**config.mk**
```make
export PLATFORM = sky130hd
export DESIGN_NAME = lane_alu
export DESIGN_NICKNAME = d
export VERILOG_FILES = /design/src/lane_pkg.sv /design/src/lane_alu.sv
export SDC_FILE = /design/constraint.sdc
export NUM_CORES = 1
export LEC_CHECK = 0
export BUFFER_PORTS_ARGS = -buffer_cell sky130_fd_sc_hd__buf_2
export CAP_MARGIN = 20
export CORE_AREA = 3 3 178 180
export DETAILED_ROUTE_END_ITERATION = 8
export DIE_AREA = 0 0 181 183
export GPL_ROUTABILITY_DRIVEN = 1
export PLACE_DENSITY = 0.6
export SLEW_MARGIN = 20
export SYNTH_ARGS = -nofsm -noshare
export SYNTH_HDL_FRONTEND = slang
export SYNTH_SLANG_ARGS = --single-unit
```
**constraint.sdc**
```tcl
create_clock -name clk_i -period 10.25 [get_ports clk_i]
set_input_delay 1.5375 -clock clk_i [delete_from_list [all_inputs] [get_ports clk_i]]
set_output_delay 1.5375 -clock clk_i [all_outputs]
set_load 0.1 [all_outputs]
```
**src/lane_pkg.sv**
```systemverilog
package lane_pkg;

  // Datapath and register file geometry
  localparam int unsigned ElemWidth = 64;
  localparam int unsigned NrVRegs   = 32;
  localparam int unsigned MaxVl     = 16;
  localparam int unsigned VrfWords  = NrVRegs * MaxVl;

  typedef logic [ElemWidth-1:0]        elem_t;
  typedef logic [$clog2(NrVRegs)-1:0]  vreg_t;
  typedef logic [$clog2(MaxVl+1)-1:0]  vl_t;
  typedef logic [$clog2(MaxVl)-1:0]    elem_idx_t;
  // Word address, register times MaxVl plus element
  typedef logic [$clog2(VrfWords)-1:0] vaddr_t;

  typedef enum logic [2:0] {
    VADD   = 3'd0,
    VSUB   = 3'd1,
    VAND   = 3'd2,
    VOR    = 3'd3,
    VXOR   = 3'd4,
    VSTORE = 3'd5
  } op_e;

  // Operand queue that receives a VRF read
  typedef enum logic [1:0] {
    OPQ_A  = 2'd0,
    OPQ_B  = 2'd1,
    OPQ_ST = 2'd2
  } opq_e;

  typedef enum logic [1:0] {
    IDLE  = 2'd0,
    RUN   = 2'd1,
    DRAIN = 2'd2
  } seq_state_e;

endpackage

```
**src/lane_alu.sv**
```systemverilog
`timescale 1ns/1ps

module lane_alu (
  input  logic             clk_i,
  input  logic             rst_ni,
  input  lane_pkg::op_e    op_i,
  input  lane_pkg::vreg_t  vd_i,
  input  lane_pkg::elem_t  a_i,
  input  logic             a_valid_i,
  input  lane_pkg::elem_t  b_i,
  input  logic             b_valid_i,
  output logic             a_pop_o,
  output logic             b_pop_o,
  output logic             wb_req_o,
  output lane_pkg::vaddr_t wb_addr_o,
  output lane_pkg::elem_t  wb_wdata_o,
  input  logic             wb_gnt_i,
  output logic             wb_done_o
);

  lane_pkg::elem_idx_t elem_q;
  logic                accept;

  // Request as soon as both heads are there
  assign wb_req_o  = a_valid_i && b_valid_i && (op_i != lane_pkg::VSTORE);
  assign wb_addr_o = {vd_i, elem_q};
  assign accept    = wb_req_o && wb_gnt_i;
  assign a_pop_o   = accept;
  assign b_pop_o   = accept;
  assign wb_done_o = accept;

  // A holds vs1, B holds vs2
  always_comb begin
    unique case (op_i)
      lane_pkg::VADD: wb_wdata_o = a_i + b_i;
      lane_pkg::VSUB: wb_wdata_o = b_i - a_i;  // vs2 minus vs1
      lane_pkg::VAND: wb_wdata_o = a_i & b_i;
      lane_pkg::VOR:  wb_wdata_o = a_i | b_i;
      lane_pkg::VXOR: wb_wdata_o = a_i ^ b_i;
      default:        wb_wdata_o = '0;
    endcase
  end

  // Element index of the next writeback
  always_ff @(posedge clk_i or negedge rst_ni) begin
    if (!rst_ni) begin
      elem_q <= '0;
    end else if (op_i == lane_pkg::VSTORE) begin
      elem_q <= '0;
    end else if (accept) begin
      elem_q <= elem_q + 1'b1;
    end
  end

endmodule

```
==> results.cfg <==
[worst_hold_path]
hold_class = flip-flop to flip-flop
whs_endpoint = elem_q[3]
min_from = elem_q[3]
min_path_cells = 2

[sta]
fmax_ghz = 0.119
rsz0062_at_grt = false
fin_skew_ps = 1.72
min_period_ps = 8440
slew_violations = 0
hold_viol = 0
max_slew_margin_pct = 31.6
fin_worst_hold_slack_ps = 539
setup-violations-final = 0
tightest_slew_ps = 1020
fin_setup_tns_ps = 0
period_share_pct = 82.3

[route]
drt_iter0_drc = 553
drc = 0
wire_per_inst_um = 17.3
wl_um = 32000
viasPerCell = 5.33
drt_pass1_iterations = 5
ant_nets = 0
vias = 9856

[floorplanning]
die_w_um = 181
dieArea_um2 = 33100
start_util_pct = 29.9
num_rows = 64
core_area_um2 = 30300
die_h_um = 183
io_pins = 218

[finish]
fin_util_pct = 34.8
fin_area_um2 = 10600
final_nets = 1787
drive_gt1_share_pct = 18.3
top_register = elem_q
seq_area_um2 = 100
syn2layout_area_growth_pct = 16.7
multi_input_area_um2 = 7990
fillers = 3312
largest_reg_flops = 4
top_regs = elem_q: 4 flops

[global_route]
gr-usage-all-layers_pct = 18.1
grt_first_pass_wirelength_um = 50100
overflow = 0
first_global_vias = 9338
grt_start_max_net_pins = 69
antenna_found_initial = 9

[run_status]
status = completed

[clock_tree]
cts_resized = 0
cts_setup_buffers = 0
cts_root_buf = clkbuf_16
postCtsHoldBufs = 0
clockBufferDepth = 2
htreeDepth = 1
numCtsBuffers = 3
clkTransAtPathRegs_ps = 30
clock-sinks = 4
clkLatencyLatePin_ps = 220
cts_tree = done

[setup_path]
setup.worst_path.start = op_i[2]
endpoint_kind = output pin
path_cells = buf_2, nor2_1, buf_4, nand2_1, o21ai_0, xnor2_1, ha_1, and4_1, nand3_1, a21oi_1, o31a_2, a21oi_2, o21ai_2, a21oi_2, a2111oi_0, nor3_1, o31ai_1, buf_12
criticalPathCategory = primary input to output pin
ff2ff_path_depth = 4
crit_top_cell = a21oi_2
slowest_stage = nand2_1
crit_path_start_kind = primary input
crit_buf_inv = 3
reg2reg_slack_ps = 9190
arrival_ps = 6900
max_stage_delay_ps = 770
r2r-end = elem_q[2]
crit_required_ps = 8710
critPathMaxFanout = 25
r2r-start = elem_q[0]
crit_family = compound AO/OA/AOI/OAI gates

[pwr]
ir_drop_uv = 62.6
p_leak_nw = 5.24
cellPowerDensity_nw_per_um2 = 98.5

[yosys]
synth_top_area_share_pct = 26.6
synth_flop_cell = dfrtp_1
syn_area_per_cell_um2 = 6.93
synth.area.top_cells = ha_1 27%, xnor2_1 8.6%, a21oi_1 7.0%
synth.most_common_cell = ha_1
synth_common_cells = 193 x ha_1, 146 x inv_1, 126 x a21oi_1
synth_edf_count = 0
async_flop_share_pct = 100
syn-num-nets = 1643
yosysWarnings = 0
synth_top_cell_by_area = ha_1
yosys_register_bits = 4
ys_seq_area_share_pct = 1.10
synth_cell_types = 84
netlist_area_um2 = 9060
netlist_instances = 1308

[place]
dp_hpwl_um = 26100
port_buffers = 207
dpl_cell_area_um2 = 10500
place_congestion = 0.878

[flow_run]
drv_cap = 0
## layout by cell type (no fill, tap or decap), drive strengths merged, types with 28 or more instances in the layout
cell	instances
o21ai	91
a21oi	130
inv	146
nor2	114
xnor2	90
nand2	91
buf	215
a211oi	49
ha	193
a21o	45
xor2	28
## tightest hold or removal path, stage by stage (launching register included)
cell     delay, ps
dfrtp_1        340
xor2_1          70
nor2_1          90
## layer usage
metal | wire, µm | track usage [%]
met1 | 15200 | 25.4
met2 | 14800 | 30.5
met3 | 1720 | 2.04
met4 | 314 | 2.96
met5 | 63 | 0
## final cells by class
class	count	area share, %
flip-flops and latches	4	0.947
well taps	396	4.69
clock buffers	3	0.710
inverters	147	5.22
multi-input cells	1081	75.6
repair buffers	215	12.8
diodes	3	0.0710
## metrics by stage
step	setup WS [ps]	total power, mW	instances
2_1_floorplan	1410	0.758	1308
3_3_place_gp	1850	0.971	1843
3_5_place_dp	1800	0.977	1843
4_1_cts	1770	1.04	1846
5_1_grt	1390	1.12	1849
6_report	1810	1.04	1849
## report_power, final
| part | internal (mW) | total, mW | switching (mW) | leakage, nW |
|---|---|---|---|---|
| Sequential | 0.0195 | 0.0233 | 0.00384 | 0.0538 |
| Clock | 0.0498 | 0.0601 | 0.0103 | 0.0370 |
| Combinational | 0.283 | 0.958 | 0.675 | 5.15 |
| Total | 0.353 | 1.04 | 0.689 | 5.24 |
## cell families after synthesis
family / after synthesis / synth area share (%)
AOI/OAI and AO/OA: 432 / 31.2
xor gates and xnor gates: 118 / 11.5
adders and majority gates: 194 / 26.9
buffers and inverters: 223 / 10.8
DFF: 4 / 1.10
muxes: 5 / 0.552
and+or+nand+nor: 332 / 18.0
## how the worst max path moves through the flow
stage | end | depth (start not counted)
global route | wb_wdata_o[57] | 16
detailed placement | wb_wdata_o[57] | 18
finish | wb_wdata_o[57] | 18
CTS | wb_wdata_o[57] | 18
floorplan | wb_wdata_o[57] | 17
global placement | wb_wdata_o[57] | 18
(Power assumes the default switching activity.)
