--- src/lane_pkg.sv ---
package lane_pkg;

  // Datapath and register file geometry
  localparam int unsigned ElemWidth = 64;
  localparam int unsigned NrVRegs   = 32;
  localparam int unsigned MaxVl     = 16;
  localparam int unsigned VrfWords  = NrVRegs * MaxVl;

  typedef logic [ElemWidth-1:0]        elem_t;
  typedef logic [$clog2(NrVRegs)-1:0]  vreg_t;
  typedef logic [$clog2(MaxVl+1)-1:0]  vl_t;
  typedef logic [$clog2(MaxVl)-1:0]    elem_idx_t;
  // Word address, register times MaxVl plus element
  typedef logic [$clog2(VrfWords)-1:0] vaddr_t;

  typedef enum logic [2:0] {
    VADD   = 3'd0,
    VSUB   = 3'd1,
    VAND   = 3'd2,
    VOR    = 3'd3,
    VXOR   = 3'd4,
    VSTORE = 3'd5
  } op_e;

  // Operand queue that receives a VRF read
  typedef enum logic [1:0] {
    OPQ_A  = 2'd0,
    OPQ_B  = 2'd1,
    OPQ_ST = 2'd2
  } opq_e;

  typedef enum logic [1:0] {
    IDLE  = 2'd0,
    RUN   = 2'd1,
    DRAIN = 2'd2
  } seq_state_e;

endpackage

--- src/lane_if.sv ---


// Read data into one operand queue, credits flow back
interface opq_if;
  logic            push;
  lane_pkg::elem_t data;
  logic            credit;

  modport requester (output push, data, input credit);
  modport queue     (input push, data, output credit);
endinterface

--- src/operand_queue.sv ---
`timescale 1ns/1ps

module operand_queue #(
  parameter int unsigned QueueDepth = 4
) (
  input  logic            clk_i,
  input  logic            rst_ni,
  opq_if.queue            opq,
  output lane_pkg::elem_t data_o,
  output logic            valid_o,
  input  logic            pop_i
);

  localparam int unsigned PtrW = (QueueDepth > 1) ? $clog2(QueueDepth) : 1;
  localparam int unsigned CntW = $clog2(QueueDepth + 1);

  lane_pkg::elem_t fifo_q [QueueDepth];
  logic [PtrW-1:0] wr_ptr_q, rd_ptr_q;
  logic [CntW-1:0] cnt_q;
  logic            pop;

  function automatic logic [PtrW-1:0] ptr_inc(logic [PtrW-1:0] ptr);
    return (ptr == PtrW'(QueueDepth - 1)) ? '0 : ptr + 1'b1;
  endfunction

  assign valid_o = cnt_q != '0;
  assign data_o  = fifo_q[rd_ptr_q];
  assign pop     = pop_i && valid_o;

  // One credit per freed slot
  assign opq.credit = pop;

  // Credits keep pushes within the depth
  always_ff @(posedge clk_i) begin
    if (opq.push) fifo_q[wr_ptr_q] <= opq.data;
  end

  always_ff @(posedge clk_i or negedge rst_ni) begin
    if (!rst_ni) begin
      wr_ptr_q <= '0;
      rd_ptr_q <= '0;
      cnt_q    <= '0;
    end else begin
      if (opq.push) wr_ptr_q <= ptr_inc(wr_ptr_q);
      if (pop) rd_ptr_q <= ptr_inc(rd_ptr_q);
      cnt_q <= cnt_q + CntW'(opq.push) - CntW'(pop);
    end
  end

endmodule

--- src/flat_wrapper.sv ---
// flat-port wrapper written by rule: the top's interface ports become plain ports
module operand_queue_flat 
#(
  parameter int unsigned QueueDepth = 4
)
  (clk_i, rst_ni, data_o, valid_o, pop_i, opq_push, opq_data, opq_credit);
  opq_if opq_i ();
  input  logic clk_i;
  input  logic rst_ni;
  output lane_pkg::elem_t data_o;
  output logic valid_o;
  input  logic pop_i;
  input wire logic [$bits(opq_i.push)-1:0] opq_push;
  input wire logic [$bits(opq_i.data)-1:0] opq_data;
  output wire logic [$bits(opq_i.credit)-1:0] opq_credit;
  assign opq_i.push = opq_push;
  assign opq_i.data = opq_data;
  assign opq_credit = opq_i.credit;
  operand_queue #(.QueueDepth(QueueDepth)) u_core (.clk_i(clk_i), .rst_ni(rst_ni), .opq(opq_i), .data_o(data_o), .valid_o(valid_o), .pop_i(pop_i));
endmodule
--- config.mk ---
export PLATFORM = sky130hd
export DESIGN_NAME = operand_queue_flat
export DESIGN_NICKNAME = d
export VERILOG_FILES = /design/src/lane_pkg.sv /design/src/lane_if.sv /design/src/operand_queue.sv /design/src/flat_wrapper.sv
export SDC_FILE = /design/constraint.sdc
export NUM_CORES = 1
export LEC_CHECK = 0
export ABC_AREA = 1
export BUFFER_PORTS_ARGS = -buffer_cell sky130_fd_sc_hd__buf_2
export CAP_MARGIN = 20
export CORE_ASPECT_RATIO = 1.2
export CORE_MARGIN = 2
export CORE_UTILIZATION = 58
export DETAILED_ROUTE_END_ITERATION = 7
export PLACE_DENSITY = 0.92
export SLEW_MARGIN = 20
export SYNTH_ARGS = -nofsm -noshare
export SYNTH_HDL_FRONTEND = slang
export SYNTH_SLANG_ARGS = --single-unit
--- constraint.sdc ---
create_clock -name clk_i -period 3.03 [get_ports clk_i]
set_clock_uncertainty 0.15 [all_clocks]
set_input_delay 0.1515 -clock clk_i [delete_from_list [all_inputs] [get_ports clk_i]]
set_output_delay 0.1515 -clock clk_i [all_outputs]
set_load 0.03 [all_outputs]
==> results.yml <==
setup_path:
  crit_fanout: 60
  critPathCaptureType: "output pin"
  worst-setup-path-type: "flop to output pin"
  worst_path_max_delay_cell: "dfrtp_4"
  startpoint_type: "flop"
  arrival_ns: 2.28
  cpMostUsedCell: "nand2_1"
  crit_required_ns: 2.73
  worst_path_largest_cell_delay_ns: 0.84
  cp_cell_sequence: "buf_4 > nand2_1 > o211ai_1 > nand2_1 > buf_2"
finish:
  final_core_util: 0.7125
  drive_gt1_frac: 0.1951
  finalNonFillerCells: 1239
  fin_nets: 1073
  num_antenna_cells: 0
  final_area_um2: 12900
  syn2layout_area_growth_pct: 20.58
floorplanning:
  core_um2: 18110
  initial_core_util: 0.5909
  die-area_um2: 19560
  chipWidth_um: 128.0
  die_h_um: 152.8
  ios: 134
  rows: 54
drt:
  num_vias: 6695
  wl_per_cell_um: 18.14
  dr.pass1.iters: 5
  viasPerCell: 5.404
  drtIter0Drc: 432
  drc: 0
  ant_nets: 0
  routed_wl_um: 22480
sta:
  min_period_over_period: 0.8523
  max_freq_mhz: 387.2
  final.min_clock_period_ns: 2.582
  rsz0062_at_grt: "no"
  slew_headroom: 0.4521
  setup_viol: 0
  fin_ws_ns: 0.4476
  whs_ns: 0.2482
  drv_slew: 0
  tightest_slew_ns: 0.8219
  hold_violations: 0
  fin_setup_tns_ns: 0
placement:
  globalplace.congestion: 0.7728
  dp_cells: 1127
  dpl_cell_area_um2: 11490
  dpl_worst_slack_ns: 0.9166
  hpwlAfterDp_um: 12890
  portBuffers: 133
outcome:
  status: "complete, no violations"
pwr:
  ir_drop_mv: 0.8978
  finalPower_mw: 12.82
  cellPowerDensity_nw_per_um2: 993.5
  leakage_nw: 5.214
cts:
  postCtsSetupBuffers: 0
  clock_sinks: 263
  clock-root-buffer: "clkbuf_16"
  clk_pin_slew_worst_paths_ns: 0.06
  clkLatencyLatePin_ns: 0.51
  cts_buffer_depth: 3
  cts_made_buffers: 24
  cts_tree: "done"
  cts_max_level: 1
synth:
  ys_types: 18
  syn-cell-area_um2: 10700
  yosys_warnings: 0
  synth_seq_cells: 263
  postSynthAreaPerCell_um2: 13.43
  synth_cells: 797
  synthesis.nets: 873
  ys_seq_area_frac: 0.7348
hold_path:
  hp-class: "primary input to flop"
flow_run:
  drv_cap: 0
global_route:
  grt_use_total: 0.2305
  grt_max_degree: 67
  grt_pass1_wl_um: 34820
  grt_pass1_vias: 6820
  grt_overflow_total: 0
  antenna_found_initial: 0
==> logic make-up (layout without fill, tap and decap cells) <==
kind of cell,Yosys count,in the layout,share of synthesized area
AO/OA/AOI/OAI,131,131,0.09588
buffers and inverters,183,401,0.08372
flip-flops,263,263,0.7348
AND/OR/NAND/NOR,210,210,0.07390
XOR/XNOR,2,2,0.001637
adder cells (fa/ha/maj),8,8,0.01006
==> final cells by class <==
class / count / area (um2)
Clock inverter: 13 / 83.83
Multi-Input combinational cell: 351 / 1942
Inverter: 141 / 534.3
Clock buffer: 31 / 648.1
Sequential cell: 263 / 7868
Fill cell: 1109 / 5205
Timing Repair Buffer: 216 / 1546
Tap cell: 224 / 280.3
==> registers in the layout, summed over array words and instances, names as in the netlist <==
register         flops
u_core.fifo_q      256
u_core.wr_ptr_q      2
u_core.cnt_q         3
u_core.rd_ptr_q      2
==> final timing paths <==
kind	start	to	slack, ns	cells after the start
max in group asynchronous	rst_ni	u_core.rd_ptr_q[0]	2.02	3
min reg2reg	u_core.wr_ptr_q[0]	u_core.wr_ptr_q[0]	0.38	1
min	opq_data[57]	u_core.fifo_q[0][57]	0.25	2
min in group asynchronous	rst_ni	u_core.cnt_q[2]	0.43	3
max	u_core.rd_ptr_q[0]	data_o[53]	0.45	5
max reg2reg	u_core.cnt_q[1]	u_core.cnt_q[1]	0.90	10
==> layer usage <==
metal  global-route usage  share of wire
met1               0.2655           0.37
met2               0.4311           0.55
met3              0.03230          0.048
met4              0.08687          0.032
met5                    0              0
==> report_power, final <==
group | switching, mW | internal (mW)
registers | 0.304 | 4.74
clock network | 1.23 | 1.59
logic | 3.53 | 1.42
==> synthesized netlist by cell type, drive strengths merged <==
cell type    n  area (um2)
nand3        2       10.01
clkbuf       5       18.77
edfxtp     256        7687
xnor2        1       8.760
a21oi        1       5.000
buf         37       347.8
fa           1       20.02
nor2         2       7.510
ha           7       87.58
o211ai     128        1011
nand2      206       773.2
xor2         1       8.760
dfrtp        7       175.2
inv        141       529.3
o21ai        2       10.01
==> critical path, delay by kind of cell (launching register included) <==
family | cells | cell delay (ns)
AOI/OAI and AO/OA | 1 | 0.10
buffers and inverters | 2 | 0.58
DFF | 1 | 0.84
and+or+nand+nor | 2 | 0.21
==> placed cells by master (no fill, tap or decap), drive strengths merged <==
| cell type | netlist | layout |
|---|---|---|
| clkbuf | 5 | 31 |
| ha | 7 | 7 |
| buf | 37 | 148 |
| bufinv | 0 | 1 |
| a21oi | 1 | 1 |
| dlygate4sd3 | 0 | 68 |
| o21ai | 2 | 2 |
| o211ai | 128 | 128 |
| clkinv | 0 | 16 |
| nand3 | 2 | 2 |
| nor2 | 2 | 2 |
| nand2 | 206 | 206 |
| fa | 1 | 1 |
| edfxtp | 256 | 256 |
| xnor2 | 1 | 1 |
| dfrtp | 7 | 7 |
| xor2 | 1 | 1 |
| inv | 141 | 137 |
==> timing repair <==
action / in CTS / in global routing
hold buffers: 68 / 0
gates resized for setup: 0 / 0
endpoints found under the hold margin: 268 / 0
Power figures use the tool's default switching activity.
