--- config.mk ---
export PLATFORM = sky130hd
export DESIGN_NAME = operand_requester_flat
export DESIGN_NICKNAME = d
export VERILOG_FILES = /design/src/lane_pkg.sv /design/src/lane_if.sv /design/src/operand_requester.sv /design/src/flat_wrapper.sv
export SDC_FILE = /design/constraint.sdc
export NUM_CORES = 1
export LEC_CHECK = 0
export BUFFER_PORTS_ARGS = -buffer_cell sky130_fd_sc_hd__buf_2
export CORE_AREA = 2 2 368 370
export CTS_CLUSTER_DIAMETER = 120
export DETAILED_ROUTE_END_ITERATION = 8
export DIE_AREA = 0 0 370 372
export GPL_TIMING_DRIVEN = 1
export PLACE_DENSITY_LB_ADDON = 0.15
export SLEW_MARGIN = 20
export SYNTH_ARGS = -nofsm -noshare
export SYNTH_HDL_FRONTEND = slang
export SYNTH_SLANG_ARGS = --single-unit
--- constraint.sdc ---
create_clock -name clk_i -period 8.1 [get_ports clk_i]
set_input_delay 0.81 -clock clk_i [delete_from_list [all_inputs] [get_ports clk_i]]
set_output_delay 0.81 -clock clk_i [all_outputs]
set_load 0.02 [all_outputs]
--- src/lane_pkg.sv ---
package lane_pkg;

  // Datapath and register file geometry
  localparam int unsigned ElemWidth = 64;
  localparam int unsigned NrVRegs   = 32;
  localparam int unsigned MaxVl     = 16;
  localparam int unsigned VrfWords  = NrVRegs * MaxVl;

  typedef logic [ElemWidth-1:0]        elem_t;
  typedef logic [$clog2(NrVRegs)-1:0]  vreg_t;
  typedef logic [$clog2(MaxVl+1)-1:0]  vl_t;
  typedef logic [$clog2(MaxVl)-1:0]    elem_idx_t;
  // Word address, register times MaxVl plus element
  typedef logic [$clog2(VrfWords)-1:0] vaddr_t;

  typedef enum logic [2:0] {
    VADD   = 3'd0,
    VSUB   = 3'd1,
    VAND   = 3'd2,
    VOR    = 3'd3,
    VXOR   = 3'd4,
    VSTORE = 3'd5
  } op_e;

  // Operand queue that receives a VRF read
  typedef enum logic [1:0] {
    OPQ_A  = 2'd0,
    OPQ_B  = 2'd1,
    OPQ_ST = 2'd2
  } opq_e;

  typedef enum logic [1:0] {
    IDLE  = 2'd0,
    RUN   = 2'd1,
    DRAIN = 2'd2
  } seq_state_e;

endpackage

--- src/lane_if.sv ---
`timescale 1ns/1ps

// Command from the sequencer to the operand requester
interface opreq_if;
  logic            valid;
  logic            ready;
  lane_pkg::op_e   op;
  lane_pkg::vreg_t vs1;
  lane_pkg::vreg_t vs2;
  lane_pkg::vl_t   vl;

  modport master (output valid, op, vs1, vs2, vl, input ready);
  modport slave  (input valid, op, vs1, vs2, vl, output ready);
endinterface

// Per-bank access to the register file
interface vrf_if #(
  parameter int unsigned NrBanks = 4
);
  logic             [NrBanks-1:0] req;
  logic             [NrBanks-1:0] wen;
  lane_pkg::vaddr_t [NrBanks-1:0] addr;
  lane_pkg::elem_t  [NrBanks-1:0] wdata;
  lane_pkg::opq_e   [NrBanks-1:0] tgt;
  // Read response, one cycle after req
  logic             [NrBanks-1:0] rvalid;
  lane_pkg::elem_t  [NrBanks-1:0] rdata;
  lane_pkg::opq_e   [NrBanks-1:0] rtgt;

  modport master (output req, wen, addr, wdata, tgt, input rvalid, rdata, rtgt);
  modport slave  (input req, wen, addr, wdata, tgt, output rvalid, rdata, rtgt);
endinterface

// Read data into one operand queue, credits flow back
interface opq_if;
  logic            push;
  lane_pkg::elem_t data;
  logic            credit;

  modport requester (output push, data, input credit);
  modport queue     (input push, data, output credit);
endinterface

--- src/operand_requester.sv ---
`timescale 1ns/1ps

module operand_requester #(
  parameter int unsigned NrBanks    = 4,
  parameter int unsigned QueueDepth = 4
) (
  input  logic                clk_i,
  input  logic                rst_ni,
  opreq_if.slave              opreq,
  vrf_if.master               vrf,
  opq_if.requester            opq_a,
  opq_if.requester            opq_b,
  opq_if.requester            opq_st,
  input  logic                wb_req_i,
  input  lane_pkg::vaddr_t    wb_addr_i,
  input  lane_pkg::elem_t     wb_wdata_i,
  output logic                wb_gnt_o,
  input  logic                ldu_valid_i,
  input  lane_pkg::vreg_t     ldu_vreg_i,
  input  lane_pkg::elem_idx_t ldu_elem_i,
  input  lane_pkg::elem_t     ldu_wdata_i,
  output logic                ldu_gnt_o
);

  localparam int unsigned BankW = (NrBanks > 1) ? $clog2(NrBanks) : 1;
  localparam int unsigned CntW  = $clog2(QueueDepth + 1);

  typedef logic [BankW-1:0] bank_t;

  // Skewed mapping, register index shifts the starting bank
  function automatic bank_t bank_of(lane_pkg::vreg_t vreg, lane_pkg::elem_idx_t elem);
    return bank_t'((int'(vreg) + int'(elem)) % NrBanks);
  endfunction

  lane_pkg::elem_idx_t elem_q;
  logic                half_q;
  logic [CntW-1:0]     credit_q [3];
  logic                is_st, last_elem, conflict;
  logic                cred_a_ok, cred_b_ok, issue_a, issue_b;
  lane_pkg::vaddr_t    addr_a, addr_b, ld_addr;
  bank_t               bank_a, bank_b, bank_wb, bank_ld;
  logic [NrBanks-1:0]  busy;
  logic [2:0]          issued, returned, push;
  lane_pkg::elem_t     push_data [3];

  assign is_st     = opreq.op == lane_pkg::VSTORE;
  assign last_elem = (lane_pkg::vl_t'(elem_q) + lane_pkg::vl_t'(1)) == opreq.vl;
  assign addr_a    = {opreq.vs1, elem_q};
  assign addr_b    = {opreq.vs2, elem_q};
  assign ld_addr   = {ldu_vreg_i, ldu_elem_i};
  assign bank_a    = bank_of(opreq.vs1, elem_q);
  assign bank_b    = bank_of(opreq.vs2, elem_q);
  assign bank_ld   = bank_of(ldu_vreg_i, ldu_elem_i);
  assign bank_wb   = bank_of(lane_pkg::vreg_t'(wb_addr_i >> $bits(lane_pkg::elem_idx_t)),
                             lane_pkg::elem_idx_t'(wb_addr_i));

  ////////////////////////////////////////
  // Bank arbitration
  ////////////////////////////////////////

  // ALU writeback always wins, load next
  assign wb_gnt_o  = wb_req_i;
  assign ldu_gnt_o = ldu_valid_i && !(wb_req_i && bank_ld == bank_wb);

  always_comb begin
    for (int b = 0; b < NrBanks; b++) begin
      busy[b] = (wb_req_i && bank_wb == bank_t'(b)) || (ldu_gnt_o && bank_ld == bank_t'(b));
    end
  end

  assign conflict  = bank_a == bank_b;
  assign cred_a_ok = credit_q[lane_pkg::OPQ_A] != '0;
  assign cred_b_ok = is_st ? (credit_q[lane_pkg::OPQ_ST] != '0)
                           : (credit_q[lane_pkg::OPQ_B] != '0);

  // Same bank for A and B: A first, B on a later cycle
  always_comb begin
    issue_a = 1'b0;
    issue_b = 1'b0;
    if (opreq.valid) begin
      if (is_st || half_q) begin
        issue_b = !busy[bank_b] && cred_b_ok;
      end else if (conflict) begin
        issue_a = !busy[bank_a] && cred_a_ok;
      end else begin
        issue_a = !busy[bank_a] && !busy[bank_b] && cred_a_ok && cred_b_ok;
        issue_b = issue_a;
      end
    end
  end

  // The B side closes each element
  assign opreq.ready = issue_b && last_elem;

  always_comb begin
    for (int b = 0; b < NrBanks; b++) begin
      vrf.req[b]   = 1'b0;
      vrf.wen[b]   = 1'b0;
      vrf.addr[b]  = addr_a;
      vrf.wdata[b] = wb_wdata_i;
      vrf.tgt[b]   = lane_pkg::OPQ_A;
      if (wb_req_i && bank_wb == bank_t'(b)) begin
        vrf.req[b]  = 1'b1;
        vrf.wen[b]  = 1'b1;
        vrf.addr[b] = wb_addr_i;
      end else if (ldu_gnt_o && bank_ld == bank_t'(b)) begin
        vrf.req[b]   = 1'b1;
        vrf.wen[b]   = 1'b1;
        vrf.addr[b]  = ld_addr;
        vrf.wdata[b] = ldu_wdata_i;
      end else if (issue_a && bank_a == bank_t'(b)) begin
        vrf.req[b] = 1'b1;
      end else if (issue_b && bank_b == bank_t'(b)) begin
        vrf.req[b]  = 1'b1;
        vrf.addr[b] = addr_b;
        vrf.tgt[b]  = is_st ? lane_pkg::OPQ_ST : lane_pkg::OPQ_B;
      end
    end
  end

  ////////////////////////////////////////
  // Read data steering and credits
  ////////////////////////////////////////

  always_comb begin
    push = '0;
    for (int q = 0; q < 3; q++) begin
      push_data[q] = '0;
    end
    for (int b = 0; b < NrBanks; b++) begin
      if (vrf.rvalid[b]) begin
        push[vrf.rtgt[b]]      = 1'b1;
        push_data[vrf.rtgt[b]] = vrf.rdata[b];
      end
    end
  end

  assign opq_a.push  = push[lane_pkg::OPQ_A];
  assign opq_a.data  = push_data[lane_pkg::OPQ_A];
  assign opq_b.push  = push[lane_pkg::OPQ_B];
  assign opq_b.data  = push_data[lane_pkg::OPQ_B];
  assign opq_st.push = push[lane_pkg::OPQ_ST];
  assign opq_st.data = push_data[lane_pkg::OPQ_ST];

  assign issued[lane_pkg::OPQ_A]    = issue_a;
  assign issued[lane_pkg::OPQ_B]    = issue_b && !is_st;
  assign issued[lane_pkg::OPQ_ST]   = issue_b && is_st;
  assign returned[lane_pkg::OPQ_A]  = opq_a.credit;
  assign returned[lane_pkg::OPQ_B]  = opq_b.credit;
  assign returned[lane_pkg::OPQ_ST] = opq_st.credit;

  always_ff @(posedge clk_i or negedge rst_ni) begin
    if (!rst_ni) begin
      elem_q <= '0;
      half_q <= 1'b0;
      for (int q = 0; q < 3; q++) begin
        credit_q[q] <= CntW'(QueueDepth);
      end
    end else begin
      if (issue_b) elem_q <= last_elem ? '0 : elem_q + 1'b1;
      if (issue_a || issue_b) half_q <= issue_a && !issue_b;
      for (int q = 0; q < 3; q++) begin
        credit_q[q] <= credit_q[q] - CntW'(issued[q]) + CntW'(returned[q]);
      end
    end
  end

endmodule

--- src/flat_wrapper.sv ---
// flat-port wrapper written by rule: the top's interface ports become plain ports
module operand_requester_flat 
#(
  parameter int unsigned NrBanks    = 4,
  parameter int unsigned QueueDepth = 4
)
  (clk_i, rst_ni, wb_req_i, wb_addr_i, wb_wdata_i, wb_gnt_o, ldu_valid_i, ldu_vreg_i, ldu_elem_i, ldu_wdata_i, ldu_gnt_o, opreq_valid, opreq_op, opreq_vs1, opreq_vs2, opreq_vl, opreq_ready, vrf_req, vrf_wen, vrf_addr, vrf_wdata, vrf_tgt, vrf_rvalid, vrf_rdata, vrf_rtgt, opq_a_push, opq_a_data, opq_a_credit, opq_b_push, opq_b_data, opq_b_credit, opq_st_push, opq_st_data, opq_st_credit);
  opreq_if opreq_i ();
  vrf_if #(.NrBanks(NrBanks)) vrf_i ();
  opq_if opq_a_i ();
  opq_if opq_b_i ();
  opq_if opq_st_i ();
  input  logic clk_i;
  input  logic rst_ni;
  input  logic wb_req_i;
  input  lane_pkg::vaddr_t wb_addr_i;
  input  lane_pkg::elem_t wb_wdata_i;
  output logic wb_gnt_o;
  input  logic ldu_valid_i;
  input  lane_pkg::vreg_t ldu_vreg_i;
  input  lane_pkg::elem_idx_t ldu_elem_i;
  input  lane_pkg::elem_t ldu_wdata_i;
  output logic ldu_gnt_o;
  input wire logic [$bits(opreq_i.valid)-1:0] opreq_valid;
  input wire logic [$bits(opreq_i.op)-1:0] opreq_op;
  input wire logic [$bits(opreq_i.vs1)-1:0] opreq_vs1;
  input wire logic [$bits(opreq_i.vs2)-1:0] opreq_vs2;
  input wire logic [$bits(opreq_i.vl)-1:0] opreq_vl;
  output wire logic [$bits(opreq_i.ready)-1:0] opreq_ready;
  output wire logic [$bits(vrf_i.req)-1:0] vrf_req;
  output wire logic [$bits(vrf_i.wen)-1:0] vrf_wen;
  output wire logic [$bits(vrf_i.addr)-1:0] vrf_addr;
  output wire logic [$bits(vrf_i.wdata)-1:0] vrf_wdata;
  output wire logic [$bits(vrf_i.tgt)-1:0] vrf_tgt;
  input wire logic [$bits(vrf_i.rvalid)-1:0] vrf_rvalid;
  input wire logic [$bits(vrf_i.rdata)-1:0] vrf_rdata;
  input wire logic [$bits(vrf_i.rtgt)-1:0] vrf_rtgt;
  output wire logic [$bits(opq_a_i.push)-1:0] opq_a_push;
  output wire logic [$bits(opq_a_i.data)-1:0] opq_a_data;
  input wire logic [$bits(opq_a_i.credit)-1:0] opq_a_credit;
  output wire logic [$bits(opq_b_i.push)-1:0] opq_b_push;
  output wire logic [$bits(opq_b_i.data)-1:0] opq_b_data;
  input wire logic [$bits(opq_b_i.credit)-1:0] opq_b_credit;
  output wire logic [$bits(opq_st_i.push)-1:0] opq_st_push;
  output wire logic [$bits(opq_st_i.data)-1:0] opq_st_data;
  input wire logic [$bits(opq_st_i.credit)-1:0] opq_st_credit;
  assign opreq_i.valid = opreq_valid;
  assign opreq_i.op = opreq_op;
  assign opreq_i.vs1 = opreq_vs1;
  assign opreq_i.vs2 = opreq_vs2;
  assign opreq_i.vl = opreq_vl;
  assign opreq_ready = opreq_i.ready;
  assign vrf_req = vrf_i.req;
  assign vrf_wen = vrf_i.wen;
  assign vrf_addr = vrf_i.addr;
  assign vrf_wdata = vrf_i.wdata;
  assign vrf_tgt = vrf_i.tgt;
  assign vrf_i.rvalid = vrf_rvalid;
  assign vrf_i.rdata = vrf_rdata;
  assign vrf_i.rtgt = vrf_rtgt;
  assign opq_a_push = opq_a_i.push;
  assign opq_a_data = opq_a_i.data;
  assign opq_a_i.credit = opq_a_credit;
  assign opq_b_push = opq_b_i.push;
  assign opq_b_data = opq_b_i.data;
  assign opq_b_i.credit = opq_b_credit;
  assign opq_st_push = opq_st_i.push;
  assign opq_st_data = opq_st_i.data;
  assign opq_st_i.credit = opq_st_credit;
  operand_requester #(.NrBanks(NrBanks), .QueueDepth(QueueDepth)) u_core (.clk_i(clk_i), .rst_ni(rst_ni), .opreq(opreq_i), .vrf(vrf_i), .opq_a(opq_a_i), .opq_b(opq_b_i), .opq_st(opq_st_i), .wb_req_i(wb_req_i), .wb_addr_i(wb_addr_i), .wb_wdata_i(wb_wdata_i), .wb_gnt_o(wb_gnt_o), .ldu_valid_i(ldu_valid_i), .ldu_vreg_i(ldu_vreg_i), .ldu_elem_i(ldu_elem_i), .ldu_wdata_i(ldu_wdata_i), .ldu_gnt_o(ldu_gnt_o));
endmodule
==> flow_summary.json <==
{
  "power.leakage_nw": 8.312,
  "max-vdd-ir-drop_uv": 92.05,
  "drv_slew": 0,
  "timing.fmax_ghz": 0.2010,
  "synth_ff_type": "dfrtp_1",
  "netlist_instances": 1847,
  "coreArea_um2": 134300,
  "areaGrowthSynthToFinish_pct": 69.28,
  "tightest_slew_ns": 1.139,
  "synth.most_common_cell": "nand2_1",
  "portBuffers": 945,
  "cp.arrival_ns": 4.17,
  "hold_violations": 0,
  "grt_pass1_vias": 17860,
  "period_share": 0.6142,
  "dieArea_um2": 137600,
  "row_count": 135,
  "wl_per_cell_um": 27.62,
  "reg2reg_slack_ns": 4.01,
  "synth_nets": 2301,
  "ys_ff_latch": 14,
  "grt_usage": 0.1665,
  "internal-power_uw": 905.1,
  "clk_transition_reported_paths_ns": 0.05,
  "cts_tree": "yes",
  "yosys-top-cells-count": "nand2_1, nor2_1, a221oi_1, o22ai_1, clkbuf_1",
  "synth_top_area_cell": "nand2_1",
  "critical_path.max_fanout": 26,
  "relSlewSlack": 0.2408,
  "rsz0062_at_grt": "no",
  "crit_required_ns": 7.29,
  "wl_um": 123800,
  "first_pass_iters": 6,
  "place_ws_ns": 3.015,
  "htreeDepth": 1,
  "final_nets": 3098,
  "cts_sinks": 14,
  "grt-ovfl-total": 0,
  "comb_power_share": 0.889,
  "clkLatencyLatePin_ns": 0.25,
  "drive_gt1_frac": 0.3863,
  "yosys_warnings": 0,
  "synth_edf_count": 0,
  "path_class": "in -> out",
  "dieWidth_um": 370,
  "netlist_area_um2": 9824,
  "grt_pass1_wl_um": 162200,
  "ios": 946,
  "p_sw_frac": 0.6510,
  "cap_violations": 0,
  "ctsRootBufferMaster": "clkbuf_16",
  "ys_async_sr_fraction": 1.000,
  "p_switching_mw": 1.688,
  "dp_hpwl_um": 99440,
  "hold_path_class": "in -> async",
  "worstSetupEndpointType": "output port",
  "antenna_found_initial": 139,
  "gp_congestion": 0.9143,
  "min_period_ns": 4.975,
  "outcome": "completed",
  "clkPwrFrac": 0.042,
  "avgSynthCellArea_um2": 5.319,
  "clockBufferDepth": 2,
  "drtIter0Drc": 1672,
  "worst_slack_ns": 3.125,
  "p_per_area_nw_per_um2": 155.9,
  "start_util": 0.07316,
  "grt_max_degree": 74,
  "postRouteAntennaNets": 0,
  "vias_per_cell": 4.199,
  "vias": 18820,
  "synthTopCellsByArea": "nand2_1, a221oi_1, o22ai_1, nor2_1, clkbuf_1",
  "setup_violations": 0,
  "cts_buffers": 3,
  "yosysSeqAreaShare": 0.03604,
  "fin_tns_setup_ns": 0,
  "skew_ns": 0.001196,
  "nFillCells": 16100,
  "seq_power_share": 0.068,
  "holdBufCountCts": 0,
  "cp-start-kind": "primary input",
  "drc_errors": 0,
  "post_cts.resized_instances": 0,
  "yosysUniqueCellTypes": 62,
  "dieHeight_um": 372,
  "synth_top_area_frac": 0.3022,
  "post_cts_buffers": 0
}
==> power groups by stage <==
stage / clock network [mW] / registers (mW) / logic, mW
floorplan: 0 / 0.134 / 1.36
global placement: 0 / 0.181 / 2.33
detailed placement: 0 / 0.179 / 2.31
CTS: 0.113 / 0.179 / 2.32
global route: 0.117 / 0.184 / 2.49
finish: 0.110 / 0.177 / 2.31
==> final timing paths <==
check,from,endpoint,cells after the start
worst max-delay path,ldu_vreg_i[0],vrf_tgt[5],11
worst min-delay path,rst_ni,u_core.credit_q[3]$_DFF_PN0_,1
worst max register to register,u_core.elem_q[0]$_DFFE_PN0N_,u_core.credit_q[8]$_DFF_PN1_,13
worst min register to register,u_core.half_q$_DFFE_PN0P_,u_core.half_q$_DFFE_PN0P_,2
max in group asynchronous,rst_ni,u_core.credit_q[8]$_DFF_PN1_,1
min in group clk_i,u_core.half_q$_DFFE_PN0P_,u_core.half_q$_DFFE_PN0P_,2
==> cells by family after synthesis <==
logic type / after synthesis / share of synthesized area
compound gates: 478 / 0.3715
xor+xnor: 27 / 0.03464
fa+ha+maj: 14 / 0.02012
buf+inv: 210 / 0.08342
flops: 14 / 0.03604
mux: 10 / 0.01032
simple gates: 1094 / 0.4440
==> sequential cells by signal (all words and copies together), names as in the netlist <==
register	count
u_core.credit_q	9
u_core.elem_q	4
u_core.half_q	1
==> stage by stage <==
stage	util	cell area (um^2)	instances	power (mW)	hold WS (ns)
after global routing	0.1236	16590	4466	2.792	0.5029
after floorplan	-	9824	1847	1.491	0.5019
after detailed placement	0.1221	16400	4420	2.493	0.5185
final	0.1238	16630	4482	2.593	0.4723
after global placement	0.1221	16390	4420	2.509	0.5185
after CTS	0.1228	16490	4424	2.616	0.4857
==> cell usage in the layout (no fill, tap or decap), types with 12 or more instances in the layout <==
| cell type | n |
|---|---|
| buf_2 | 945 |
| nand2_1 | 789 |
| nor2_1 | 210 |
| a221oi_1 | 196 |
| o22ai_1 | 193 |
| diode_2 | 58 |
| inv_1 | 33 |
| nand3_1 | 32 |
| buf_4 | 24 |
| a22oi_1 | 22 |
| xnor2_1 | 15 |
| o211ai_1 | 13 |
| o21ai_0 | 12 |
==> routing by layer <==
layer	wire length (um)	track usage	vias to the layer above	part of all wire
met4	6193	0.07567	22	0.050
met1	43890	0.1813	9115	0.35
met2	62340	0.2996	1111	0.50
met3	11200	0.04458	270	0.090
li1	-	-	8300	-
met5	155	0	-	0.0013
==> layout make-up <==
type / instances / area (um^2) / share of cell area
tap: 1781 / 2228 / 0.1340
clock buffer: 4 / 88.84 / 0.005342
inverter: 33 / 123.9 / 0.007448
multi-input combinational: 1623 / 8781 / 0.5280
antenna: 58 / 145.1 / 0.008727
timing repair buffer: 969 / 4910 / 0.2952
sequential: 14 / 354.1 / 0.02129
==> worst max-delay path, cell delays in order <==
cell	delay [ns]
buf_2	0.14
ha_1	0.23
xor3_1	0.60
a22oi_2	0.70
o22ai_1	0.28
o31ai_4	0.22
buf_4	0.31
nand3_2	0.15
buf_4	0.24
nor3_2	0.25
buf_2	0.23
Note: power is estimated with default switching activity, not from simulation.
