### config.mk
export PLATFORM = sky130hd
export DESIGN_NAME = lane_sequencer_flat
export DESIGN_NICKNAME = d
export VERILOG_FILES = /design/src/lane_pkg.sv /design/src/lane_if.sv /design/src/lane_sequencer.sv /design/src/flat_wrapper.sv
export SDC_FILE = /design/constraint.sdc
export NUM_CORES = 1
export LEC_CHECK = 0
export ABC_AREA = 1
export BUFFER_PORTS_ARGS = -buffer_cell sky130_fd_sc_hd__buf_2
export CORE_ASPECT_RATIO = 0.75
export CORE_MARGIN = 5
export CORE_UTILIZATION = 45
export CTS_BUF_LIST = sky130_fd_sc_hd__clkbuf_16
export DETAILED_ROUTE_END_ITERATION = 6
export HOLD_SLACK_MARGIN = 0.15
export PLACE_DENSITY_LB_ADDON = 0.1
export SLEW_MARGIN = 5
export SYNTH_ARGS = -nofsm -noshare
export SYNTH_HDL_FRONTEND = slang
export SYNTH_SLANG_ARGS = --single-unit
### constraint.sdc
create_clock -name clk_i -period 2.3 [get_ports clk_i]
set_input_delay 0.115 -clock clk_i [delete_from_list [all_inputs] [get_ports clk_i]]
set_output_delay 0.115 -clock clk_i [all_outputs]
set_load 0.02 [all_outputs]
### src/lane_pkg.sv
package lane_pkg;

  // Datapath and register file geometry
  localparam int unsigned ElemWidth = 64;
  localparam int unsigned NrVRegs   = 32;
  localparam int unsigned MaxVl     = 16;
  localparam int unsigned VrfWords  = NrVRegs * MaxVl;

  typedef logic [ElemWidth-1:0]        elem_t;
  typedef logic [$clog2(NrVRegs)-1:0]  vreg_t;
  typedef logic [$clog2(MaxVl+1)-1:0]  vl_t;
  typedef logic [$clog2(MaxVl)-1:0]    elem_idx_t;
  // Word address, register times MaxVl plus element
  typedef logic [$clog2(VrfWords)-1:0] vaddr_t;

  typedef enum logic [2:0] {
    VADD   = 3'd0,
    VSUB   = 3'd1,
    VAND   = 3'd2,
    VOR    = 3'd3,
    VXOR   = 3'd4,
    VSTORE = 3'd5
  } op_e;

  // Operand queue that receives a VRF read
  typedef enum logic [1:0] {
    OPQ_A  = 2'd0,
    OPQ_B  = 2'd1,
    OPQ_ST = 2'd2
  } opq_e;

  typedef enum logic [1:0] {
    IDLE  = 2'd0,
    RUN   = 2'd1,
    DRAIN = 2'd2
  } seq_state_e;

endpackage

### src/lane_if.sv
`timescale 1ns/1ps

// Command from the sequencer to the operand requester
interface opreq_if;
  logic            valid;
  logic            ready;
  lane_pkg::op_e   op;
  lane_pkg::vreg_t vs1;
  lane_pkg::vreg_t vs2;
  lane_pkg::vl_t   vl;

  modport master (output valid, op, vs1, vs2, vl, input ready);
  modport slave  (input valid, op, vs1, vs2, vl, output ready);
endinterface


### src/lane_sequencer.sv
`timescale 1ns/1ps

module lane_sequencer (
  input  logic            clk_i,
  input  logic            rst_ni,
  input  logic            insn_valid_i,
  output logic            insn_ready_o,
  input  lane_pkg::op_e   insn_op_i,
  input  lane_pkg::vreg_t insn_vd_i,
  input  lane_pkg::vreg_t insn_vs1_i,
  input  lane_pkg::vreg_t insn_vs2_i,
  input  lane_pkg::vl_t   insn_vl_i,
  output logic            insn_done_o,
  opreq_if.master         opreq,
  output lane_pkg::op_e   alu_op_o,
  output lane_pkg::vreg_t alu_vd_o,
  input  logic            wb_done_i,
  input  logic            st_pop_i
);

  lane_pkg::seq_state_e state_q, state_d;
  lane_pkg::op_e        op_q;
  lane_pkg::vreg_t      vd_q, vs1_q, vs2_q;
  lane_pkg::vl_t        vl_q;
  lane_pkg::vl_t        cnt_q, cnt_d;
  logic                 done_q;
  logic                 completion;

  assign insn_ready_o = state_q == lane_pkg::IDLE;
  assign insn_done_o  = done_q;

  // Command stays up until the requester has issued every element
  assign opreq.valid = state_q == lane_pkg::RUN;
  assign opreq.op    = op_q;
  assign opreq.vs1   = vs1_q;
  assign opreq.vs2   = vs2_q;
  assign opreq.vl    = vl_q;

  // VSTORE toward the ALU while idle, so its element counter restarts
  assign alu_op_o = (state_q == lane_pkg::IDLE) ? lane_pkg::VSTORE : op_q;
  assign alu_vd_o = vd_q;

  // Finished elements come back from the ALU or the store port
  assign completion = (op_q == lane_pkg::VSTORE) ? st_pop_i : wb_done_i;
  assign cnt_d      = cnt_q + lane_pkg::vl_t'(completion);

  always_comb begin
    state_d = state_q;
    unique case (state_q)
      lane_pkg::IDLE:  if (insn_valid_i) state_d = lane_pkg::RUN;
      lane_pkg::RUN:   if (opreq.ready) state_d = lane_pkg::DRAIN;
      lane_pkg::DRAIN: if (cnt_d == vl_q) state_d = lane_pkg::IDLE;
      default:         state_d = lane_pkg::IDLE;
    endcase
  end

  always_ff @(posedge clk_i or negedge rst_ni) begin
    if (!rst_ni) begin
      state_q <= lane_pkg::IDLE;
      op_q    <= lane_pkg::VSTORE;
      cnt_q   <= '0;
      done_q  <= 1'b0;
    end else begin
      state_q <= state_d;
      done_q  <= (state_q == lane_pkg::DRAIN) && (cnt_d == vl_q);
      if (state_q == lane_pkg::IDLE) begin
        cnt_q <= '0;
        if (insn_valid_i) op_q <= insn_op_i;
      end else begin
        cnt_q <= cnt_d;
      end
    end
  end

  // Operand fields of the accepted instruction
  always_ff @(posedge clk_i) begin
    if (insn_valid_i && insn_ready_o) begin
      vd_q  <= insn_vd_i;
      vs1_q <= insn_vs1_i;
      vs2_q <= insn_vs2_i;
      vl_q  <= insn_vl_i;
    end
  end

endmodule

### src/flat_wrapper.sv
// flat-port wrapper written by rule: the top's interface ports become plain ports
module lane_sequencer_flat 
  (clk_i, rst_ni, insn_valid_i, insn_ready_o, insn_op_i, insn_vd_i, insn_vs1_i, insn_vs2_i, insn_vl_i, insn_done_o, alu_op_o, alu_vd_o, wb_done_i, st_pop_i, opreq_valid, opreq_op, opreq_vs1, opreq_vs2, opreq_vl, opreq_ready);
  opreq_if opreq_i ();
  input  logic clk_i;
  input  logic rst_ni;
  input  logic insn_valid_i;
  output logic insn_ready_o;
  input  lane_pkg::op_e insn_op_i;
  input  lane_pkg::vreg_t insn_vd_i;
  input  lane_pkg::vreg_t insn_vs1_i;
  input  lane_pkg::vreg_t insn_vs2_i;
  input  lane_pkg::vl_t insn_vl_i;
  output logic insn_done_o;
  output lane_pkg::op_e alu_op_o;
  output lane_pkg::vreg_t alu_vd_o;
  input  logic wb_done_i;
  input  logic st_pop_i;
  output wire logic [$bits(opreq_i.valid)-1:0] opreq_valid;
  output wire logic [$bits(opreq_i.op)-1:0] opreq_op;
  output wire logic [$bits(opreq_i.vs1)-1:0] opreq_vs1;
  output wire logic [$bits(opreq_i.vs2)-1:0] opreq_vs2;
  output wire logic [$bits(opreq_i.vl)-1:0] opreq_vl;
  input wire logic [$bits(opreq_i.ready)-1:0] opreq_ready;
  assign opreq_valid = opreq_i.valid;
  assign opreq_op = opreq_i.op;
  assign opreq_vs1 = opreq_i.vs1;
  assign opreq_vs2 = opreq_i.vs2;
  assign opreq_vl = opreq_i.vl;
  assign opreq_i.ready = opreq_ready;
  lane_sequencer u_core (.clk_i(clk_i), .rst_ni(rst_ni), .insn_valid_i(insn_valid_i), .insn_ready_o(insn_ready_o), .insn_op_i(insn_op_i), .insn_vd_i(insn_vd_i), .insn_vs1_i(insn_vs1_i), .insn_vs2_i(insn_vs2_i), .insn_vl_i(insn_vl_i), .insn_done_o(insn_done_o), .opreq(opreq_i), .alu_op_o(alu_op_o), .alu_vd_o(alu_vd_o), .wb_done_i(wb_done_i), .st_pop_i(st_pop_i));
endmodule
==> results of run 1 <==
==> synthesized netlist by cell type (2+ instances only) <==
| cell type | count | area share, % |
|---|---|---|
| dfrtp_1 | 9 | 19 |
| dfstp_2 | 2 | 4.4 |
| edfxtp_1 | 20 | 50 |
| ha_1 | 2 | 2.1 |
| inv_1 | 9 | 2.8 |
| inv_2 | 2 | 0.62 |
| nand2_1 | 21 | 6.5 |
| nand2_2 | 2 | 1.0 |
| nand3_1 | 5 | 2.1 |
| nand4_1 | 3 | 1.6 |
| nor2_1 | 10 | 3.1 |
| nor2_4 | 2 | 1.9 |
| or2_1 | 2 | 1.0 |
| xor2_1 | 2 | 1.5 |
==> metal layers <==
layer	vias to the layer above	GRT usage [%]
met5	-	0
met3	9	6.789
li1	497	-
met4	0	8.599
met2	40	34.17
met1	470	15.99
==> sequential cells by signal, indices dropped and copies added (netlist names) <==
name	flops
u_core.opreq.vs2	5
u_core.insn_done_o	1
u_core.cnt_q	5
u_core.opreq.vl	5
u_core.alu_vd_o	5
u_core.opreq.op	3
u_core.state_q	2
u_core.opreq.vs1	5
==> cell type report <==
type	instances	area share (%)
sequential	31	45.64
timing repair buffer	82	27.83
multi-input combinational	54	15.08
clock buffer	5	6.502
tap	36	2.341
inverter	11	2.146
clock inverter	2	0.4551
==> kinds of logic after synthesis <==
logic type / synth area share [%]
simple gates: 17.20
flops: 72.75
buf+inv: 3.420
compound gates: 1.450
xor+xnor: 2.177
fa+ha+maj: 2.072
mux: 0.9326
==> metrics by stage <==
| stage | setup slack (ps) | utilization (%) | cell area (um2) | instances | hold WS, ps |
|---|---|---|---|---|---|
| 3_3_place_gp | 160.9 | 59.54 | 1538 | 189 | 3.437 |
| 4_1_cts | 104.5 | 74.42 | 1922 | 221 | 168.5 |
| 2_1_floorplan | 120.0 | - | 1207 | 96 | -180.6 |
| 5_1_grt | 12.52 | 74.52 | 1924 | 221 | 182.0 |
| 3_5_place_dp | 114.0 | 59.54 | 1538 | 189 | -0.03098 |
| 6_report | 146.7 | 74.52 | 1924 | 221 | 178.1 |
==> where the power goes <==
group	internal, mW	switching, mW	total [mW]
sequential	0.765	0.0827	0.848
clock	0.387	0.211	0.598
combinational	0.251	0.470	0.720
==> path summary, 6_finish.rpt <==
| check | startpoint | to | slack [ps] | cells past startpoint |
|---|---|---|---|---|
| min in group asynchronous | rst_ni | u_core.state_q[1]$_DFFE_PN0P_ | 250 | 2 |
| worst max register to register | u_core.opreq.op[2]$_DFFE_PN1P_ | u_core.state_q[1]$_DFFE_PN0P_ | 150 | 11 |
| max in group asynchronous | rst_ni | u_core.opreq.op[0]$_DFFE_PN1P_ | 1790 | 2 |
| worst max-delay path | u_core.opreq.op[2]$_DFFE_PN1P_ | u_core.state_q[1]$_DFFE_PN0P_ | 150 | 11 |
| worst min register to register | u_core.opreq.op[0]$_DFFE_PN1P_ | u_core.opreq.op[0]$_DFFE_PN1P_ | 490 | 2 |
| worst min-delay path | insn_valid_i | u_core.state_q[0]$_DFFE_PN0P_ | 180 | 3 |
==> worst min-delay path, stage by stage <==
cell and delay (ps):
buf_2 70, nand2_1 120, o31ai_1 100
==> what timing repair did <==
item / in CTS / in global routing
resized for setup: 0 / 1
hold buffers: 25 / 0
hold endpoints to repair: 36 / 0
buffers inserted: 0 / 0
setup endpoints to repair: 0 / 2
==> summary.md, run 1 <==
| Metric | Value |
|---|---|
| Number of DRC markers in iteration 0 | `13` |
| Startpoint types | `flip-flop` |
| RePlAce Congestion | `~0.67` |
| CTS tree | `done` |
| Avg Inst Size Synth | `about 13 um2` |
| Register area | `878.3 um2` |
| Rows | `16` |
| Setup crit end kind | `flip-flop` |
| Die area | `~0.0038 mm2` |
| Initial Utilization | `46.75%` |
| Cell Chain, Critical Path | `nand3_1 -> mux2_1 -> ha_2 -> ha_1 -> xor2_1 -> nor2_4 -> nand2_1 -> nor2_1 -> nand2_1 -> nand2_1 -> nand2_1` |
| CTS H-tree lvls | `2` |
| CTS sink count | `31` |
| Largest delay share family, worst path | `flip-flops` |
| I/O Buffers | `57` |
| Power per cell area | `1126 mW/mm2` |
| Final wirelength | `roughly 3.1 mm` |
| Arrival @ worst endpoint | `~2300 ps` |
| Highest metal used | `met4` |
| Clock tree root buffer cell | `clkbuf_16` |
| Ys async rst share | `between 30% and 40%` |
| Share of layout cells above drive strength 1 | `about two fifths` |
| Number of remaining DRC errors | `0` |
| Multi-input logic area | `290.3 um2` |
| RSZ-0062 raised after global routing | `false` |
| Overflow after GRT | `0` |
| Crit path time final | `between 2000 and 2500 ps` |
| Final HPWL from detailed placement | `around 1.9 mm` |
| Wirelength per Cell | `about 14 um` |
| Final Power | `about 2.2 mW` |
| CTS Buffer Depth | `2` |
| Syn Inst Count | `96` |
| Worst path required time | `approximately 2500 ps` |
| Worst VDD drop | `0.0007544 V` |
| Layout Skew | `around 1.5 ps` |
| Worst Tran Pin Value | `around 470 ps` |
| Status | `complete, no violations` |
| Die height | `approximately 55 um` |
| Flops & latches, synth | `31` |
| Slew HR | `68.33%` |
| Crit Path Class | `reg2reg` |
| Yosys Warn Count | `0` |
| Post-synthesis net count | `127` |
| Largest net degree at the start of global routing | `25` |
| Initial antenna violation count | `0` |
| CP max FO | `4` |
| Met2 routed WL | `between 1.5 and 2 mm` |
| Ys flop type | `edfxtp_1` |
| Skew-Pair Late Insertion Delay | `270 ps` |
| Post-synthesis sequential area ratio | `between 70% and 80%` |
| WP buf/inv | `0` |
| Fin crit share | `between 90% and 100%` |
| MaxCap Viol Count | `0` |
| Chip width | `69.81 um` |
| Leading cell types in the layout, fill and taps excluded | `buf_2, dlygate4sd3_1, nand2_1` |
| Ports | `just under 60` |
| Core area | `0.002582 mm2` |
| Commonest non-fill, non-tap cell in the layout | `buf_2` |
| Area delta synth->final | `59.38%` |
| Total CTS buffers | `5` |
| Total GRT Usage | `between 10% and 20%` |
| Nets@finish | `216` |
| Final setup viols | `0` |
| Hold WC Path Type | `in2reg` |
| Maximum clock rate | `0.4644 GHz` |
| Vias in the first global route | `around 1,100` |
| Post-synth EDFFs | `20` |
| Vias | `1,016` |
| Post-DRT Antenna Nets | `0` |
| Via density | `between 4 and 5` |
| Hold Fails Final Rpt | `0` |
| Slowest cell on the critical path | `dfstp_2` |
| First-pass GRT wire length | `between 4 and 5 mm` |
| Worst-path clk slew | `approximately 50 ps` |
| Mapped Area | `~0.0012 mm2` |
| Critical Path Most Common Cell | `nand2_1` |
| Pre-Repair DR Iteration Count | `4` |
| N_diodes | `0` |
| Met3 Wirelength | `210 um` |
| Fin Setup TNS | `0 ps` |
| Distinct cells, synth | `19` |
| Static leakage | `0.9034 nW` |
| CP peak stage delay | `550 ps` |
| Wl on met1 | `about 1.1 mm` |
| Max Slew Vio Count | `0` |
| Layout fillers | `192` |
No activity file was read; power rests on OpenSTA's default activity.
==> inputs of run 2 (changes only) <==
--- a/config.mk
+++ b/config.mk
@@ -14,6 +14,7 @@
 export DETAILED_ROUTE_END_ITERATION = 6
 export HOLD_SLACK_MARGIN = 0.15
 export PLACE_DENSITY_LB_ADDON = 0.1
+export RECOVER_POWER = 100
 export SLEW_MARGIN = 5
 export SYNTH_ARGS = -nofsm -noshare
 export SYNTH_HDL_FRONTEND = slang
==> summary.md, run 2 (synthesis gave the netlist of run 1 again) <==
| Metric | Value |
|---|---|
| Via density | `4.615 (was 4.597)` |
| Worst Tran Pin Value | `688.2 ps (was 474.4 ps)` |
| Post-DRT Antenna Nets | `0 (unchanged)` |
| Worst Setup SP | `u_core.opreq.op[2]$_DFFE_PN1P_ (unchanged)` |
| Final wirelength | `3.079 mm (was 3.075 mm)` |
| CTS tree | `done (unchanged)` |
| Net Switching | `758.0 uW (was 763.1 uW)` |
| CTS H-tree lvls | `2 (unchanged)` |
| Skew-Pair Late Insertion Delay | `270 ps (about the same)` |
| I/O Buffers | `57 (unchanged)` |
| Vias in the first global route | `1,056 (unchanged)` |
| Static leakage | `0.8150 nW (was 0.9034 nW)` |
| Final setup viols | `0 (unchanged)` |
| Ports | `58 (unchanged)` |
| Area delta synth->final | `55.44% (was 59.38%)` |
| Fin crit share | `93.60% (was 93.62%)` |
| Hold Path Origin | `insn_valid_i (unchanged)` |
| Rows | `16 (unchanged)` |
| Startpoint types | `flip-flop (unchanged)` |
| Layout Skew | `1.572 ps (was 1.474 ps)` |
| Max Slew Vio Count | `0 (unchanged)` |
| Worst-path clk slew | `50 ps (about the same)` |
| Post-CTS setup buffer count | `0 (unchanged)` |
| Chip width | `69.81 um (unchanged)` |
| Leading cell types in the layout, fill and taps excluded | `clkbuf_1, buf_2, dlygate4sd3_1 (was buf_2, dlygate4sd3_1, nand2_1)` |
| N_diodes | `0 (unchanged)` |
| Crit Path Class | `reg2reg (unchanged)` |
| Nets@finish | `216 (unchanged)` |
| Die height | `54.86 um (unchanged)` |
| RSZ-0062 raised after global routing | `false (unchanged)` |
| Clock share of power | `28.2% (was 27.6%)` |
| Comb pwr share | `31.9% (was 33.3%)` |
| Initial Utilization | `46.75% (unchanged)` |
| Setup crit end kind | `flip-flop (unchanged)` |
| Arrival @ worst endpoint | `2320 ps (about the same)` |
| Hold Worst Slack | `173.3 ps (was 178.1 ps)` |
| Number of DRC markers in iteration 0 | `21 (was 13)` |
| Die area | `0.003830 mm2 (unchanged)` |
| CTS sink count | `31 (unchanged)` |
| Commonest non-fill, non-tap cell in the layout | `clkbuf_1 (was buf_2)` |
| CTS Buffer Depth | `2 (unchanged)` |
| Total GRT Usage | `17.27% (unchanged)` |
| Share of layout cells above drive strength 1 | `21.62% (was 38.92%)` |
| Initial antenna violation count | `0 (unchanged)` |
| Fin Setup TNS | `0 ps (unchanged)` |
| Core area | `0.002582 mm2 (unchanged)` |
| Reg2reg start | `u_core.opreq.op[2]$_DFFE_PN1P_ (unchanged)` |
| Clock tree root buffer cell | `clkbuf_16 (unchanged)` |
| Pre-Repair DR Iteration Count | `4 (unchanged)` |
| RePlAce Congestion | `0.6712 (unchanged)` |
| Sw frac | `35.84% (was 35.23%)` |
| Number of remaining DRC errors | `0 (unchanged)` |
| Largest net degree at the start of global routing | `25 (unchanged)` |
| Overflow after GRT | `0 (unchanged)` |
| CP max FO | `4 (unchanged)` |
| Crit path time final | `2153 ps (about the same)` |
| Vias | `1,020 (was 1,016)` |
| Wirelength per Cell | `13.93 um (was 13.91 um)` |
| Hold Fails Final Rpt | `0 (unchanged)` |
| Slew HR | `53.95% (was 68.33%)` |
| Maximum clock rate | `0.4645 GHz (was 0.4644 GHz)` |
| Hold WC Path Type | `in2reg (unchanged)` |
| Power per cell area | `1127 mW/mm2 (was 1126 mW/mm2)` |
| MaxCap Viol Count | `0 (unchanged)` |
| Sequential share of power | `39.9% (was 39.2%)` |
| Total CTS buffers | `5 (unchanged)` |
| Status | `complete, no violations (unchanged)` |
| Final HPWL from detailed placement | `1.938 mm (unchanged)` |
| P_int | `1.357 mW (was 1.403 mW)` |
| Worst path required time | `2460 ps (about the same)` |
| Worst VDD drop | `0.0007334 V (was 0.0007544 V)` |
| First-pass GRT wire length | `4.740 mm (unchanged)` |
run 2: final cells by class:
cell class,count,area [um2]
clock inverter,2,8.758
multi-input combinational,54,280.3
inverter,11,41.29
sequential,31,878.3
fill,209,705.7
tap,36,45.04
clock buffer,5,125.1
timing repair buffer,82,498.0
run 2: worst max-delay path, stage by stage, from the launching register on:
cell	delay, ps
dfstp_2	550
nand3_1	80
mux2_1	320
ha_2	200
ha_1	300
xor2_1	190
nor2_4	100
nand2_1	50
nor2_1	80
nand2_1	70
nand2_1	60
nand2_1	40
run 2: path summary, 6_finish.rpt:
kind | to | slack (ps) | depth (start not counted)
min in group asynchronous | u_core.state_q[1]$_DFFE_PN0P_ | 380 | 2
min reg2reg | u_core.opreq.op[0]$_DFFE_PN1P_ | 490 | 2
max in group asynchronous | u_core.cnt_q[1]$_DFF_PN0_ | 1510 | 2
max reg2reg | u_core.state_q[1]$_DFFE_PN0P_ | 150 | 11
min | u_core.state_q[0]$_DFFE_PN0P_ | 170 | 3
max | u_core.state_q[1]$_DFFE_PN0P_ | 150 | 11
run 2: power by group through the flow:
stage	Sequential, mW	Clock, mW	Combinational (mW)
3_3_place_gp	0.843	0	0.679
3_5_place_dp	0.854	0	0.684
6_report	0.844	0.597	0.674
2_1_floorplan	0.966	0	0.340
5_1_grt	0.857	0.639	0.740
4_1_cts	0.848	0.603	0.722
run 2: routing by layer:
metal | part of all wire, % | GRT usage (%) | vias up
met2 | 54 | 34.17 | 38
met5 | 0 | 0 | -
met3 | 7.3 | 6.789 | 9
met4 | 1.9 | 8.599 | 0
met1 | 36 | 15.99 | 479
li1 | - | - | 494
run 2: through the flow:
stage	power [mW]	instance area, um2	util [%]	std cells	setup slack [ps]
2_1_floorplan	1.306	1207	-	96	120.0
3_3_place_gp	1.522	1538	59.54	189	160.9
3_5_place_dp	1.538	1538	59.54	189	114.0
4_1_cts	2.172	1922	74.42	221	104.5
5_1_grt	2.236	1877	72.67	221	11.02
6_report	2.115	1877	72.67	221	147.2
run 2: what timing repair did:
item | in CTS | in global routing
hold buffers | 25 | 0
resized for setup | 0 | 1
setup endpoints to repair | 0 | 2
hold endpoints to repair | 36 | 0
